**config.mk**
```make
export PLATFORM = sky130hd
export DESIGN_NAME = lsuTop
export DESIGN_NICKNAME = d
export VERILOG_FILES = /design/src/hw/lsu_pkg.sv /design/src/hw/boundaryModeRegs.sv /design/src/hw/loadAligner.sv /design/src/hw/lsuRequest.sv /design/src/hw/lsuTop.sv
export VERILOG_INCLUDE_DIRS = /design/src /design/src/include
export SDC_FILE = /design/constraint.sdc
export NUM_CORES = 1
export LEC_CHECK = 0
export BUFFER_PORTS_ARGS = -buffer_cell sky130_fd_sc_hd__buf_2
export CAP_MARGIN = 20
export CORE_AREA = 5 5 357 359
export CTS_BUF_LIST = sky130_fd_sc_hd__clkbuf_8
export DETAILED_ROUTE_END_ITERATION = 8
export DIE_AREA = 0 0 362 364
export PLACE_DENSITY = 0.3
export SLEW_MARGIN = 15
export SYNTH_ARGS = -nofsm -noshare
export SYNTH_HDL_FRONTEND = slang
export SYNTH_SLANG_ARGS = --single-unit
```
**constraint.sdc**
```tcl
create_clock -name iClk -period 3.37 [get_ports iClk]
set_input_delay 0.1685 -clock iClk [delete_from_list [all_inputs] [get_ports iClk]]
set_output_delay 0.1685 -clock iClk [all_outputs]
set_load 0.01 [all_outputs]
```
**src/include/lsu_consts.svh**
```systemverilog
`ifndef LSU_CONSTS_SVH
`define LSU_CONSTS_SVH

// ======================================================================
// lane geometry
// ======================================================================

`define LSU_DATA_WIDTH        32      // lane data width, cp and pe alike
`define LSU_RAM_ADDR_BITS     10      // word address into each dmem
`define LSU_NUM_PE            4       // pe lanes next to the single cp lane

// byte address split for the special page view
`define LSU_PAGE_BITS         24      // upper address bits, the page tag
`define LSU_REG_OFFSET_BITS   8       // register offset inside the page

// ======================================================================
// special page
// ======================================================================

// 0xffff_ff00 .. 0xffff_ffff, cp lane only
`define LSU_SPECIAL_PAGE      24'hff_ffff

// register offsets within the page
`define LSU_BOUNDARY_FIRST_ADDR  8'h00   // boundary mode of the first pe
`define LSU_BOUNDARY_LAST_ADDR   8'h04   // boundary mode of the last pe

// boundary mode after reset
`define LSU_BOUNDARY_ZERO     2'b00

`endif

```
**src/hw/lsu_pkg.sv**
```systemverilog
`include "lsu_consts.svh"

package lsu_pkg;

  // ======================================================================
  // load/store width
  // ======================================================================
  typedef enum logic [1:0] {
    opWord = 2'b00,   // zero value, so a cleared tag means word
    opHalf = 2'b01,
    opByte = 2'b10
  } lsuOp_e;

  // boundary handling mode for the first/last pe
  typedef logic [1:0] boundaryMode_t;

  // ======================================================================
  // agu byte address, two views of one word
  // ======================================================================
  typedef struct packed {
    logic [`LSU_DATA_WIDTH-3:0] wordIndex;    // word index into dmem
    logic [1:0]                 byteOffset;   // byte inside the word
  } memAddr_t;

  typedef struct packed {
    logic [`LSU_PAGE_BITS-1:0]       page;       // all ones on the special page
    logic [`LSU_REG_OFFSET_BITS-1:0] regOffset;  // which special register
  } specialAddr_t;

  typedef union packed {
    memAddr_t     mem;       // normal dmem access
    specialAddr_t special;   // memory-mapped register access
  } cpuAddr_u;

  // request straight from the agu
  typedef struct packed {
    logic                         writeEnable;
    logic                         readEnable;
    lsuOp_e                       opcode;       // word/half/byte
    logic [`LSU_DATA_WIDTH/8-1:0] byteSelect;
    cpuAddr_u                     addr;         // byte address
    logic [`LSU_DATA_WIDTH-1:0]   storeData;
  } aguReq_t;

  // request as seen by the data memory
  typedef struct packed {
    logic                          valid;        // read or write
    logic                          writeEnable;
    logic                          readEnable;
    logic [`LSU_DATA_WIDTH/8-1:0]  byteSelect;
    logic [`LSU_RAM_ADDR_BITS-1:0] wordAddr;
    logic [`LSU_DATA_WIDTH-1:0]    writeData;
  } dmemReq_t;

  // what a load needs to know one cycle later
  typedef struct packed {
    lsuOp_e     opcode;
    logic [1:0] offset;    // byte offset of the load
    logic       special;   // answer from the special regs, not dmem
  } loadTag_t;

endpackage

```
**src/hw/boundaryModeRegs.sv**
```systemverilog
`timescale 1ns/1ps
`include "lsu_consts.svh"

module boundaryModeRegs (
  input  logic                            iClk,
  input  logic                            rstN,
  input  logic                            specialWrite,   // cp store to the page
  input  logic                            specialRead,    // cp load from the page
  input  logic [`LSU_REG_OFFSET_BITS-1:0] regOffset,
  input  logic [`LSU_DATA_WIDTH-1:0]      writeData,      // cp store data
  output logic [`LSU_DATA_WIDTH-1:0]      readData,       // one cycle after the read
  output lsu_pkg::boundaryMode_t          boundaryModeFirst,
  output lsu_pkg::boundaryMode_t          boundaryModeLast
);

  lsu_pkg::boundaryMode_t modeFirst;
  lsu_pkg::boundaryMode_t modeLast;
  lsu_pkg::boundaryMode_t modeSel;   // mode picked by the read offset

  // ======================================================================
  // register write
  // ======================================================================
  always_ff @(posedge iClk) begin
    if (!rstN) begin
      modeFirst <= `LSU_BOUNDARY_ZERO;
      modeLast  <= `LSU_BOUNDARY_ZERO;
    end else if (specialWrite) begin
      // only the low two bits are kept
      if (regOffset == `LSU_BOUNDARY_FIRST_ADDR)
        modeFirst <= writeData[1:0];
      if (regOffset == `LSU_BOUNDARY_LAST_ADDR)
        modeLast  <= writeData[1:0];
      // unmapped offset drops the write
    end
  end

  // first only on an exact match, last for everything else
  assign modeSel = (regOffset == `LSU_BOUNDARY_FIRST_ADDR) ? modeFirst : modeLast;

  // ======================================================================
  // registered read port
  // ======================================================================
  always_ff @(posedge iClk) begin
    if (!rstN) begin
      readData <= '0;
    end else if (specialRead) begin
      readData <= {{(`LSU_DATA_WIDTH-2){1'b0}}, modeSel};   // zero-extended
    end
  end

  assign boundaryModeFirst = modeFirst;   // to the first pe
  assign boundaryModeLast  = modeLast;    // to the last pe

  // one cp request per cycle, so the page sees a load or a store
  aNoWriteAndRead: assert property (
    @(posedge iClk) disable iff (!rstN)
    !(specialWrite && specialRead)
  ) else $error("boundaryModeRegs: special write and read together");

endmodule

```
**src/hw/loadAligner.sv**
```systemverilog
`timescale 1ns/1ps
`include "lsu_consts.svh"

module loadAligner (
  input  logic                       iClk,
  input  logic                       rstN,
  input  lsu_pkg::loadTag_t          tag,          // tag of the current request
  input  logic                       tagLoad,      // read issued this cycle
  input  logic [`LSU_DATA_WIDTH-1:0] memData,      // dmem read data, one cycle later
  input  logic [`LSU_DATA_WIDTH-1:0] specialData,  // special reg read data
  output logic [`LSU_DATA_WIDTH-1:0] loadData      // aligned load result
);

  lsu_pkg::loadTag_t          tagQ;      // tag of the load in flight
  logic [`LSU_DATA_WIDTH-1:0] aligned;   // memory word after extraction

  // ======================================================================
  // tag register, rewritten on every read
  // ======================================================================
  always_ff @(posedge iClk) begin
    if (!rstN) begin
      tagQ <= '0;                 // word, not special
    end else if (tagLoad) begin
      tagQ <= tag;
    end
  end

  // ======================================================================
  // byte/half-word extraction, zero-extended
  // ======================================================================
  always_comb begin
    case (tagQ.opcode)
      lsu_pkg::opWord: begin
        aligned = memData;
      end
      lsu_pkg::opHalf: begin
        // offset bit 1 picks the upper half
        if (tagQ.offset[1])
          aligned = {16'b0, memData[31:16]};
        else
          aligned = {16'b0, memData[15:0]};
      end
      lsu_pkg::opByte: begin
        case (tagQ.offset)
          2'b00:   aligned = {24'b0, memData[7:0]};
          2'b01:   aligned = {24'b0, memData[15:8]};
          2'b10:   aligned = {24'b0, memData[23:16]};
          default: aligned = {24'b0, memData[31:24]};
        endcase
      end
      default: begin
        aligned = memData;        // undefined opcode, pass word
      end
    endcase
  end

  // special page loads ignore whatever dmem returned
  assign loadData = tagQ.special ? specialData : aligned;

  // the captured opcode comes from the agu and must be one of the three widths
  aOpcodeDefined: assert property (
    @(posedge iClk) disable iff (!rstN)
    tagQ.opcode inside {lsu_pkg::opWord, lsu_pkg::opHalf, lsu_pkg::opByte}
  ) else $error("loadAligner: undefined opcode in load tag");

endmodule

```
**src/hw/lsuRequest.sv**
```systemverilog
`timescale 1ns/1ps
`include "lsu_consts.svh"

module lsuRequest #(
  parameter bit hasSpecialPage = 1'b0   // 1 on the cp lane only
) (
  input  logic                             iClk,
  input  logic                             rstN,
  input  lsu_pkg::aguReq_t                 agu,           // from the core agu
  output lsu_pkg::dmemReq_t                dmem,          // to the data memory
  output lsu_pkg::loadTag_t                tag,           // to the load aligner
  output logic                             tagLoad,       // capture tag this cycle
  output logic                             specialWrite,  // store to a special reg
  output logic                             specialRead,   // load from a special reg
  output logic [`LSU_REG_OFFSET_BITS-1:0]  regOffset
);

  logic isSpecial;   // access hits the special page
  logic memWrite;    // write enable after the page decode

  // page tag all ones, only where the page exists
  assign isSpecial = hasSpecialPage &&
                     (agu.addr.special.page == `LSU_SPECIAL_PAGE);

  // stores to the page never reach dmem
  assign memWrite = agu.writeEnable & ~isSpecial;

  // ======================================================================
  // memory request, same cycle as the agu request
  // ======================================================================
  always_comb begin
    dmem.writeEnable = memWrite;
    dmem.readEnable  = agu.readEnable;             // special reads still go out
    dmem.valid       = memWrite | agu.readEnable;
    dmem.byteSelect  = agu.byteSelect;
    dmem.wordAddr    = agu.addr.mem.wordIndex[`LSU_RAM_ADDR_BITS-1:0];
    dmem.writeData   = agu.storeData;
  end

  // load tag, held by the aligner on every read
  always_comb begin
    tag.opcode  = agu.opcode;
    tag.offset  = agu.addr.mem.byteOffset;
    tag.special = isSpecial;
  end

  assign tagLoad = agu.readEnable;

  // special register file strobes
  assign specialWrite = isSpecial & agu.writeEnable;
  assign specialRead  = isSpecial & agu.readEnable;
  assign regOffset    = agu.addr.special.regOffset;

  // the core issues either a load or a store per cycle, never both
  aNoReadWrite: assert property (
    @(posedge iClk) disable iff (!rstN)
    !(agu.readEnable && agu.writeEnable)
  ) else $error("lsuRequest: read and write enabled together");

endmodule

```
**src/hw/lsuTop.sv**
```systemverilog
`timescale 1ns/1ps
`include "lsu_consts.svh"

module lsuTop (
  input  logic                       iClk,
  input  logic                       rstN,

  // agu requests from the cores
  input  lsu_pkg::aguReq_t           cpReq,
  input  lsu_pkg::aguReq_t           peReq [`LSU_NUM_PE],

  // data memory requests
  output lsu_pkg::dmemReq_t          cpDmem,
  output lsu_pkg::dmemReq_t          peDmem [`LSU_NUM_PE],

  // data memory read data, one cycle after the read
  input  logic [`LSU_DATA_WIDTH-1:0] cpMemData,
  input  logic [`LSU_DATA_WIDTH-1:0] peMemData [`LSU_NUM_PE],

  // aligned load data back to the cores
  output logic [`LSU_DATA_WIDTH-1:0] cpLoadData,
  output logic [`LSU_DATA_WIDTH-1:0] peLoadData [`LSU_NUM_PE],

  // boundary modes to the pe array
  output lsu_pkg::boundaryMode_t     boundaryModeFirst,
  output lsu_pkg::boundaryMode_t     boundaryModeLast
);

  // cp lane internals
  lsu_pkg::loadTag_t               cpTag;
  logic                            cpTagLoad;
  logic                            specialWrite;
  logic                            specialRead;
  logic [`LSU_REG_OFFSET_BITS-1:0] regOffset;
  logic [`LSU_DATA_WIDTH-1:0]      specialData;   // regs to cp aligner

  // pe lane internals
  lsu_pkg::loadTag_t               peTag     [`LSU_NUM_PE];
  logic                            peTagLoad [`LSU_NUM_PE];

  // ======================================================================
  // cp lane
  // ======================================================================
  lsuRequest #(
    .hasSpecialPage (1'b1)
  ) cpRequest_i (
    .iClk         (iClk),
    .rstN         (rstN),
    .agu          (cpReq),
    .dmem         (cpDmem),
    .tag          (cpTag),
    .tagLoad      (cpTagLoad),
    .specialWrite (specialWrite),
    .specialRead  (specialRead),
    .regOffset    (regOffset)
  );

  boundaryModeRegs boundaryModeRegs_i (
    .iClk              (iClk),
    .rstN              (rstN),
    .specialWrite      (specialWrite),
    .specialRead       (specialRead),
    .regOffset         (regOffset),
    .writeData         (cpReq.storeData),   // raw store data, page writes skip dmem
    .readData          (specialData),
    .boundaryModeFirst (boundaryModeFirst),
    .boundaryModeLast  (boundaryModeLast)
  );

  loadAligner cpAligner_i (
    .iClk        (iClk),
    .rstN        (rstN),
    .tag         (cpTag),
    .tagLoad     (cpTagLoad),
    .memData     (cpMemData),
    .specialData (specialData),
    .loadData    (cpLoadData)
  );

  // ======================================================================
  // pe lanes, no special page
  // ======================================================================
  for (genvar i = 0; i < `LSU_NUM_PE; i++) begin : gPeLane
    lsuRequest #(
      .hasSpecialPage (1'b0)
    ) peRequest_i (
      .iClk         (iClk),
      .rstN         (rstN),
      .agu          (peReq[i]),
      .dmem         (peDmem[i]),
      .tag          (peTag[i]),
      .tagLoad      (peTagLoad[i]),
      .specialWrite (),            // always low on a pe lane
      .specialRead  (),
      .regOffset    ()
    );

    loadAligner peAligner_i (
      .iClk        (iClk),
      .rstN        (rstN),
      .tag         (peTag[i]),
      .tagLoad     (peTagLoad[i]),
      .memData     (peMemData[i]),
      .specialData ('0),             // special bit never set here
      .loadData    (peLoadData[i])
    );
  end

endmodule

```
# Word-level counts from Yosys, hierarchy flattened
# Index checks and enable logic that the tools add are counted.
[word_totals] ff_bits=27 input_bits=522 output_inout_bits=409
[op_classes] n_eq_ne=22 n_mux=17 n_bitwise=9 reduce_logical=8
[op_table] op="32-bit one-hot mux with 2 select lines" n=5
[op_table] op="8-bit one-hot mux with 3 select lines" n=5
[op_table] op="16-bit 2-to-1 mux" n=5
[op_table] op="32-bit 2-to-1 mux" n=1
[op_table] op="24-bit equality test (second input constant)" n=1
[op_table] op="2-bit by 1-bit equality test with 1-bit output (second input constant)" n=10
[op_table] op="2-bit equality test (second input constant)" n=10
[op_table] op="2-bit zero test" n=5
[op_table] op="8-bit by 3-bit equality test with 1-bit output (second input constant)" n=1
[op_table] op="8-bit zero test" n=1
[op_table] op="1-bit bitwise OR" n=5
[op_table] op="2-bit AND reduction" n=2
[op_table] op="1-bit bitwise AND" n=3
[op_table] op="2-bit 2-to-1 mux" n=1
[op_table] op="1-bit NOT" n=1

# Longest topological paths before layout
# Gate-level depths: netlist (run 1).
[depth] word_depth=4 depth_mapped=8 mapped_depth_nobuf=6

# By module
# A second synthesis (run 1) with hierarchy kept.
[unflattened] hier_cells=1089 hier_area_um2=8408.1
[by_module_without_submodules] mod="loadAligner (gPeLane[0].peAligner_i ...)" instances=4 cells_each=137 area_per_inst_um2=1068.5
[by_module_without_submodules] mod="lsuRequest (gPeLane[0].peRequest_i ...)" instances=4 cells_each=66 area_per_inst_um2=490.5
[by_module_without_submodules] mod="loadAligner (cpAligner_i)" instances=1 cells_each=137 area_per_inst_um2=1067.3
[by_module_without_submodules] mod="lsuRequest (cpRequest_i)" instances=1 cells_each=77 area_per_inst_um2=574.3
[by_module_without_submodules] mod="boundaryModeRegs" instances=1 cells_each=62 area_per_inst_um2=526.8
[by_module_without_submodules] mod="lsuTop" instances=1 cells_each=1 area_per_inst_um2=3.8

# Least setup slack after synthesis (run 1)
# OpenSTA, ideal clock, no wires.
[synth_timing] kind="register to output" start="register cpAligner_i.tagQ[3] in the netlist's numbering" end="output port cpLoadData[6]" arrival_ns=1.654 t_required_ns=3.201 setup_slack_ns=1.548 stages_incl_launch_ff=8 cell_sequence="dfxtp_1 > inv_1 > ha_1 > nor2b_1 > clkbuf_1 > and2_1 > o21ai_0 > a21oi_1"
[synth_between] elab_chain_len=3 elab_cells_between_ends=4
[synth_rtl] element="start, declared" line_no="loadAligner.sv:14" text="lsu_pkg::loadTag_t tagQ;"
[synth_rtl] element="start signal, assigned" line_no="loadAligner.sv:24" text="tagQ <= tag;"
[synth_rtl] element="2-bit equality test or 2-bit by 1-bit equality test with 1-bit output (tied branches)" line_no="loadAligner.sv:32" text="case (tagQ.opcode)"
[synth_rtl] element="32-bit one-hot mux with 2 select lines (*)" line_no="loadAligner.sv:32"
[synth_rtl] element="32-bit 2-to-1 mux (*)" line_no="loadAligner.sv:58" text="assign loadData = tagQ.special ? specialData : aligned;"
[synth_rtl] element="end, declared" line_no="lsuTop.sv:21" text="output logic [`LSU_DATA_WIDTH-1:0] cpLoadData,"
# Every way passes the cells marked *; elsewhere a longest branch is shown, timed or not.

==> key figures, run 1 <==
Synth
  – Synth warnings: 0
  – Sequential-to-total area share from yosys stat: 8.578%
  – Syn Area/Cell: 7.177 µm²
  – Syn Nets: 1410
  – Mapped Area: 6301 µm²
  – Cell variety after synth: 38
  – Top FF cell, synth: dfxtp_1
  – Post-Syn Instances: 878
  – Post-synth EDFFs: 0
  – Asr flop ratio synth: 0%
  – Yosys reg bits: 27

Drt
  – Drt first pass iters: 5
  – Vias per inst: 2.498
  – Post-route DRC: 0
  – Drt first-iter violations: 269
  – WL final: 54.16 mm
  – Met2 WL: 23.33 mm
  – Routed WL per cell: 20.24 µm
  – Total number of vias: 6685
  – Top sig layer: met5
  – Metal3 WL: 10.76 mm
  – Routed Antenna Nets: 0
  – Met1 WL: 18.50 mm

Setup path
  – Reg2reg start: gPeLane[3].peAligner_i.tagQ[2]
  – Worst Path Arrival: 2.41 ns
  – CP Launch Point: gPeLane[2].peAligner_i.tagQ[2]
  – Critical Path Sink Type: output pin
  – CP Class: flop to output pin
  – Critical Path Start Type: flop
  – Worst r2r path cells: 3
  – CP max FO: 11
  – CP Data Required Time: 3.20 ns

Timing
  – Final Setup Violations: 0
  – Max Clock Skew: 0.001837 ns
  – Slew Limit Fails: 0
  – Tcrit/Tclk final: 76.57%
  – Setup TNS: 0 ns
  – Slew @ Worst Pin: 0.7715 ns
  – Final hold vios: 0
  – Min Tclk post-route: 2.580 ns
  – Max Clock Freq: 387.5 MHz
  – RSZ-0062 raised after global routing: no
  – Slew headroom: 48.22%

Run
  – Max_cap viols: 0

Power and ir drop
  – Net Sw Power: 849.3 µW
  – Switching Share: 48.25%
  – Peak supply drop: 0.1181 mV
  – P per Cell Area: 203.0 nW/µm²
  – P_int: 911.0 µW
  – P_leak: 0.003528 µW
  – Logic pwr share: 64.3%
  – Reg power frac: 20.7%
  – Clock power share: 15.0%

GRT
  – Global-route wire length before repair: 68.45 mm
  – Initial antenna violation count: 17
  – Grt ovf: 0
  – Largest net degree at the start of global routing: 37
  – GRT Overall Usage: 7.711%
  – Number of global-route vias before repair: 6935

Floorplanning
  – Total I/O pin count: 931
  – Initial core utilization: 5.103%
  – Die area: 131800 µm²
  – Core Area: 123500 µm²
  – Die width: 362 µm
  – Die height: 364 µm
  – Cell Rows: 129

Worst hold path
  – Worst Hold Class: input pin to flop
  – Hold depth: 3
  – Hold_sp: peReq[177]

CTS
  – Hold_buf cts: 0
  – Clock Latency Late Sink: 0.34 ns
  – Setup bufs post-CTS: 0
  – Clock slew at reported path FFs: 0.15 ns
  – Clock Path Buffers: 2
  – H-tree depth: 1
  – Post_cts resized: 0
  – CTS root buffer: clkbuf_8
  – Cts bufs inserted: 3
  – TritonCTS clock tree: built
  – Clk sinks: 27

Finish
  – Filler instances: 14690
  – Most frequent cells in the layout: buf_2, nand2_1, and2_1
  – Final nets: 1560
  – Area delta synth->final: 37.61%
  – Multi-input logic area: 3578 µm²
  – Commonest non-fill, non-tap cell in the layout: buf_2
  – Post-route cell area: 8671 µm²
  – Reg area: 540.5 µm²
  – Share of cells above drive strength 1: 46.64%

Place
  – Dpl hpwl: 49.28 mm
  – Post-DP Area: 8596 µm²
  – Port Buffer Count: 414
  – Gp weighted congestion: 0.7875

Run status
  – Run status: finished, final reports clean
## layer usage
layer / up-vias / global-route usage (%)
met5: - / 2.496
met4: 14 / 1.370
met3: 69 / 6.953
met2: 557 / 11.97
met1: 3018 / 7.647
li1: 3027 / -
## cell usage after synthesis (4+ instances only)
library cell | number | share of area (%)
buf_4 | 240 | 29
nand2_1 | 92 | 5.5
and2_1 | 89 | 8.8
o21ai_0 | 48 | 3.8
inv_1 | 47 | 2.8
clkbuf_1 | 43 | 2.6
a21oi_1 | 34 | 2.7
a22o_1 | 33 | 4.6
nor2b_1 | 30 | 3.0
nor2_1 | 28 | 1.7
dfxtp_1 | 27 | 8.6
mux2i_1 | 27 | 4.3
mux4_2 | 22 | 7.9
a221o_1 | 15 | 2.4
nand2b_1 | 14 | 1.4
a22oi_1 | 13 | 1.5
ha_1 | 10 | 2.0
o2bb2ai_1 | 9 | 1.3
mux2_2 | 8 | 1.4
buf_2 | 7 | 0.56
nand4_1 | 7 | 0.69
o21bai_1 | 5 | 0.60
a31oi_1 | 4 | 0.40
or2_2 | 4 | 0.40
## through the flow
step / hold slack, ns / util [%] / worst slack (ns) / total power [µW] / instances
final: 0.04108 / 7.022 / 0.7895 / 1760 / 2676
after global routing: 0.02212 / 7.000 / 0.4504 / 1929 / 2665
after CTS: 0.001770 / 6.998 / 0.5506 / 1852 / 2664
after detailed placement: 0.3371 / 6.962 / 1.006 / 1537 / 2660
after global placement: 0.3371 / 6.962 / 1.017 / 1540 / 2660
after floorplan: 0.3158 / - / 1.548 / 1191 / 878
## power groups by stage
stage                     Combinational (µW)  Clock, µW  Sequential [µW]
final                                   1130        264              365
after global routing                    1250        312              372
after CTS                               1170        316              369
after detailed placement                1160          0              376
after global placement                  1160          0              376
after floorplan                          844          0              347
## state kept, by name, summed over array words and instances, names as in the netlist
name / flops
gPeLane.peAligner_i.tagQ: 16
cpAligner_i.tagQ: 5
boundaryModeRegs_i.boundaryModeFirst: 2
boundaryModeRegs_i.boundaryModeLast: 2
boundaryModeRegs_i.readData: 2
## worst max-delay path, stage by stage (launching register included)
cell and delay, ns:
dfxtp_1 0.69, nor2b_1 0.65, buf_4 0.28, nand2_1 0.06
o21ai_0 0.06, a221o_1 0.17, buf_2 0.15
## logic make-up after synthesis
group | synth area share, %
AOI/OAI and AO/OA | 18.74
adders and majority gates | 1.986
buffers and inverters | 34.69
DFF | 8.578
muxes | 13.58
and+or+nand+nor | 22.42
## area by class of cell
cell class,count,share of cell area [%]
Inverter,47,2.035
Tap cell,1637,23.62
Sequential cell,27,6.234
Antenna cell,12,0.3463
Clock inverter,1,0.04329
Timing Repair Buffer,438,25.97
Clock buffer,3,0.4762
Multi-Input combinational cell,511,41.27
## worst paths after layout
check,slack (ns),endpoint
max,0.79,peLoadData[33]
min reg2reg,0.50,boundaryModeRegs_i.boundaryModeLast[1]
min,0.04,gPeLane[1].peAligner_i.tagQ[2]
max reg2reg,2.16,gPeLane[3].peAligner_i.tagQ[2]
Power figures use the tool's default switching activity.
==> run 2, diff against run 1 <==
- CORE_AREA: 5 5 357 359 -> 5 5 363 365
- DIE_AREA: 0 0 362 364 -> 0 0 368 370
- clock period: 3.37 -> 2.4 ns (I/O delays scaled with it)
==> run 2 against run 1 <==
  * Global-route usage shrank 0.70 points
  * Utilization grew 0.17 points
  * Count of clock-buffer cells in the layout is the same
  * Clock skew shrank 0.0013 ns
  * Design area grew 6.6%
  * Combinational power grew 50%
  * Clock power grew 60%
  * Register-to-register slack lost 0.96 ns
  * Sequential cell count is the same
  * Non-clock buffer count grew 50
  * Critical endpoint is now boundaryModeRegs_i.boundaryModeFirst[1]
  * Largest cell class unchanged
==> key figures, run 2 (synthesis results as in run 1) <==
Power and ir drop
  – Peak supply drop: 0.1905 mV
  – P_leak: 0.003786 µW
  – P per Cell Area: 283.2 nW/µm²
  – Final Power: 2617 µW

Finish
  – Max reg flops: 16
  – Leading registers by flop count: gPeLane.peAligner_i.tagQ (16), cpAligner_i.tagQ (5)
  – Area delta synth->final: 46.64%
  – Share of cells above drive strength 1: 48.65%
  – Reg area: 551.8 µm²
  – Top reg by flops: gPeLane.peAligner_i.tagQ
  – Commonest non-fill, non-tap cell in the layout: buf_2
  – Most frequent cells in the layout: buf_2, nand2_1, and2_1
  – Final nets: 1610
  – Filler instances: 15250
  – Multi-input logic area: 3622 µm²

Worst hold path
  – Hold_sp: cpReq[71]
  – Worst Hold Class: input pin to flop

Timing
  – Slew headroom: 55.61%
  – Final hold vios: 0
  – Min Tclk post-route: 2.324 ns
  – Slew Limit Fails: 0
  – Slew @ Worst Pin: 0.6604 ns
  – Setup TNS: 0 ns
  – Final Setup Violations: 0
  – RSZ-0062 raised after global routing: no
  – Tcrit/Tclk final: 96.83%
  – Max Clock Freq: 430.3 MHz
  – Max Clock Skew: 0.0005141 ns

CTS
  – CTS root buffer: clkbuf_8
  – Clock Latency Late Sink: 0.39 ns
  – Clk sinks: 27
  – Clock Path Buffers: 2
  – H-tree depth: 1
  – TritonCTS clock tree: built
  – Cts bufs inserted: 3
  – Clock slew at reported path FFs: 0.20 ns

Setup path
  – CP Launch Point: cpReq[33]
  – Critical Path Start Type: input pin
  – CP max FO: 3
  – Top Family by Delay on Critical Path: buffers and inverters
  – Largest stage delay on the critical path: 0.60 ns
  – Worst Path Arrival: 2.63 ns
  – Crit path top cell by count: dlygate4sd3_1
  – CP Data Required Time: 2.71 ns
  – Critical Path Sink Type: flop
  – CP Class: input pin to flop
  – Reg2reg start: boundaryModeRegs_i.boundaryModeFirst[1]
  – CP bufs+invs: 3
  – CP Cell Sequence: dlygate4sd3_1, buf_2, or3_1, nor3_4, nand4_1, mux2i_1, dlygate4sd3_1
  – Crit-path slowest cell: or3_1

GRT
  – Met1 Usage GRT: 7.036%
  – Global-route wire length before repair: 65.25 mm
  – GR Util met2: 11.10%
  – Initial antenna violation count: 15
  – Gr busiest metal: met2
  – GRT Overall Usage: 7.008%
  – GR Util met3: 5.240%
  – Largest net degree at the start of global routing: 27
  – Grt ovf: 0
  – Number of global-route vias before repair: 7126

Floorplanning
  – Die area: 136200 µm²
  – Total I/O pin count: 931
  – Die width: 368 µm
  – Core Area: 128500 µm²
  – Die height: 370 µm
  – Cell Rows: 132
  – Initial core utilization: 4.904%

Place
  – Port Buffer Count: 414
  – Gp weighted congestion: 0.9044
  – Dpl hpwl: 45.98 mm

Drt
  – Vias per inst: 2.494
  – Routed Antenna Nets: 0
  – Drt first pass iters: 4
  – Routed WL per cell: 18.33 µm
  – Drt first-iter violations: 293
  – WL final: 50.63 mm
  – Total number of vias: 6888
  – Post-route DRC: 0

Run
  – Max_cap viols: 0

Run status
  – Run status: finished, final reports clean
## run 2: cell types whose count changed in the layout (fill, tap and decap cells not counted), moves of 2 or more
cell / delta
buf_4: +20
nor2b_1: -4
diode_2: -2
dlygate4sd3_1: +24
dfxtp_2: +9
buf_6: +5
nor2b_2: +3
dfxtp_1: -9
## run 2: layout make-up
class / count / area share (%)
diodes: 10 / 0.2708
clock buffers: 3 / 0.4469
clock inverters: 1 / 0.09479
inverters: 47 / 1.909
multi-input cells: 511 / 39.20
flip-flops and latches: 27 / 5.972
well taps: 1675 / 22.68
repair buffers: 488 / 29.42
## run 2: tightest hold or removal path: cells and delay by family
family | cells | cell delay (ns)
buffers and inverters | 1 | 0.12
AND/OR/NAND/NOR | 1 | 0.13
multiplexers | 1 | 0.08
## run 2: stage by stage
step,std cells,hold slack (ns),utilization [%],worst slack [ns],instance area (µm²)
6_report,2762,0.08848,7.191,0.07610,9240
5_1_grt,2753,0.06040,7.174,0.002115,9218
4_1_cts,2750,0.02513,7.118,0.0008467,9146
3_5_place_dp,2722,0.2401,6.877,0.3533,8836
3_3_place_gp,2722,0.2401,6.877,0.3454,8836
2_1_floorplan,878,0.2673,-,0.6263,6301
## run 2: what timing repair did
item | in CTS | in global routing
endpoints found under the setup margin | 26 | 29
setup buffers | 0 | 2
resized for setup | 9 | 17
pin swaps | 3 | 2
hold endpoints to repair | 24 | 0
hold buffers | 24 | 0
## run 2: metal layers
metal,vias to the layer above,wire [µm]
met5,-,140
met4,8,1870
met3,104,8481
met2,548,22410
met1,3091,17740
li1,3137,-
## run 2: worst paths after layout
| kind | end | slack, ns | cells after the start |
|---|---|---|---|
| worst max-delay path | boundaryModeRegs_i.boundaryModeFirst[1] | 0.08 | 7 |
| worst min-delay path | boundaryModeRegs_i.boundaryModeFirst[0] | 0.09 | 3 |
| worst max register to register | boundaryModeRegs_i.boundaryModeFirst[1] | 1.20 | 3 |
| worst min register to register | boundaryModeRegs_i.boundaryModeFirst[0] | 0.50 | 2 |
## run 2: where the power goes
group	total, µW	switching (µW)	internal [µW]	leakage, µW
clock network	423	299	125	0.0000262
registers	507	36.8	471	0.000225
logic	1690	921	766	0.00354
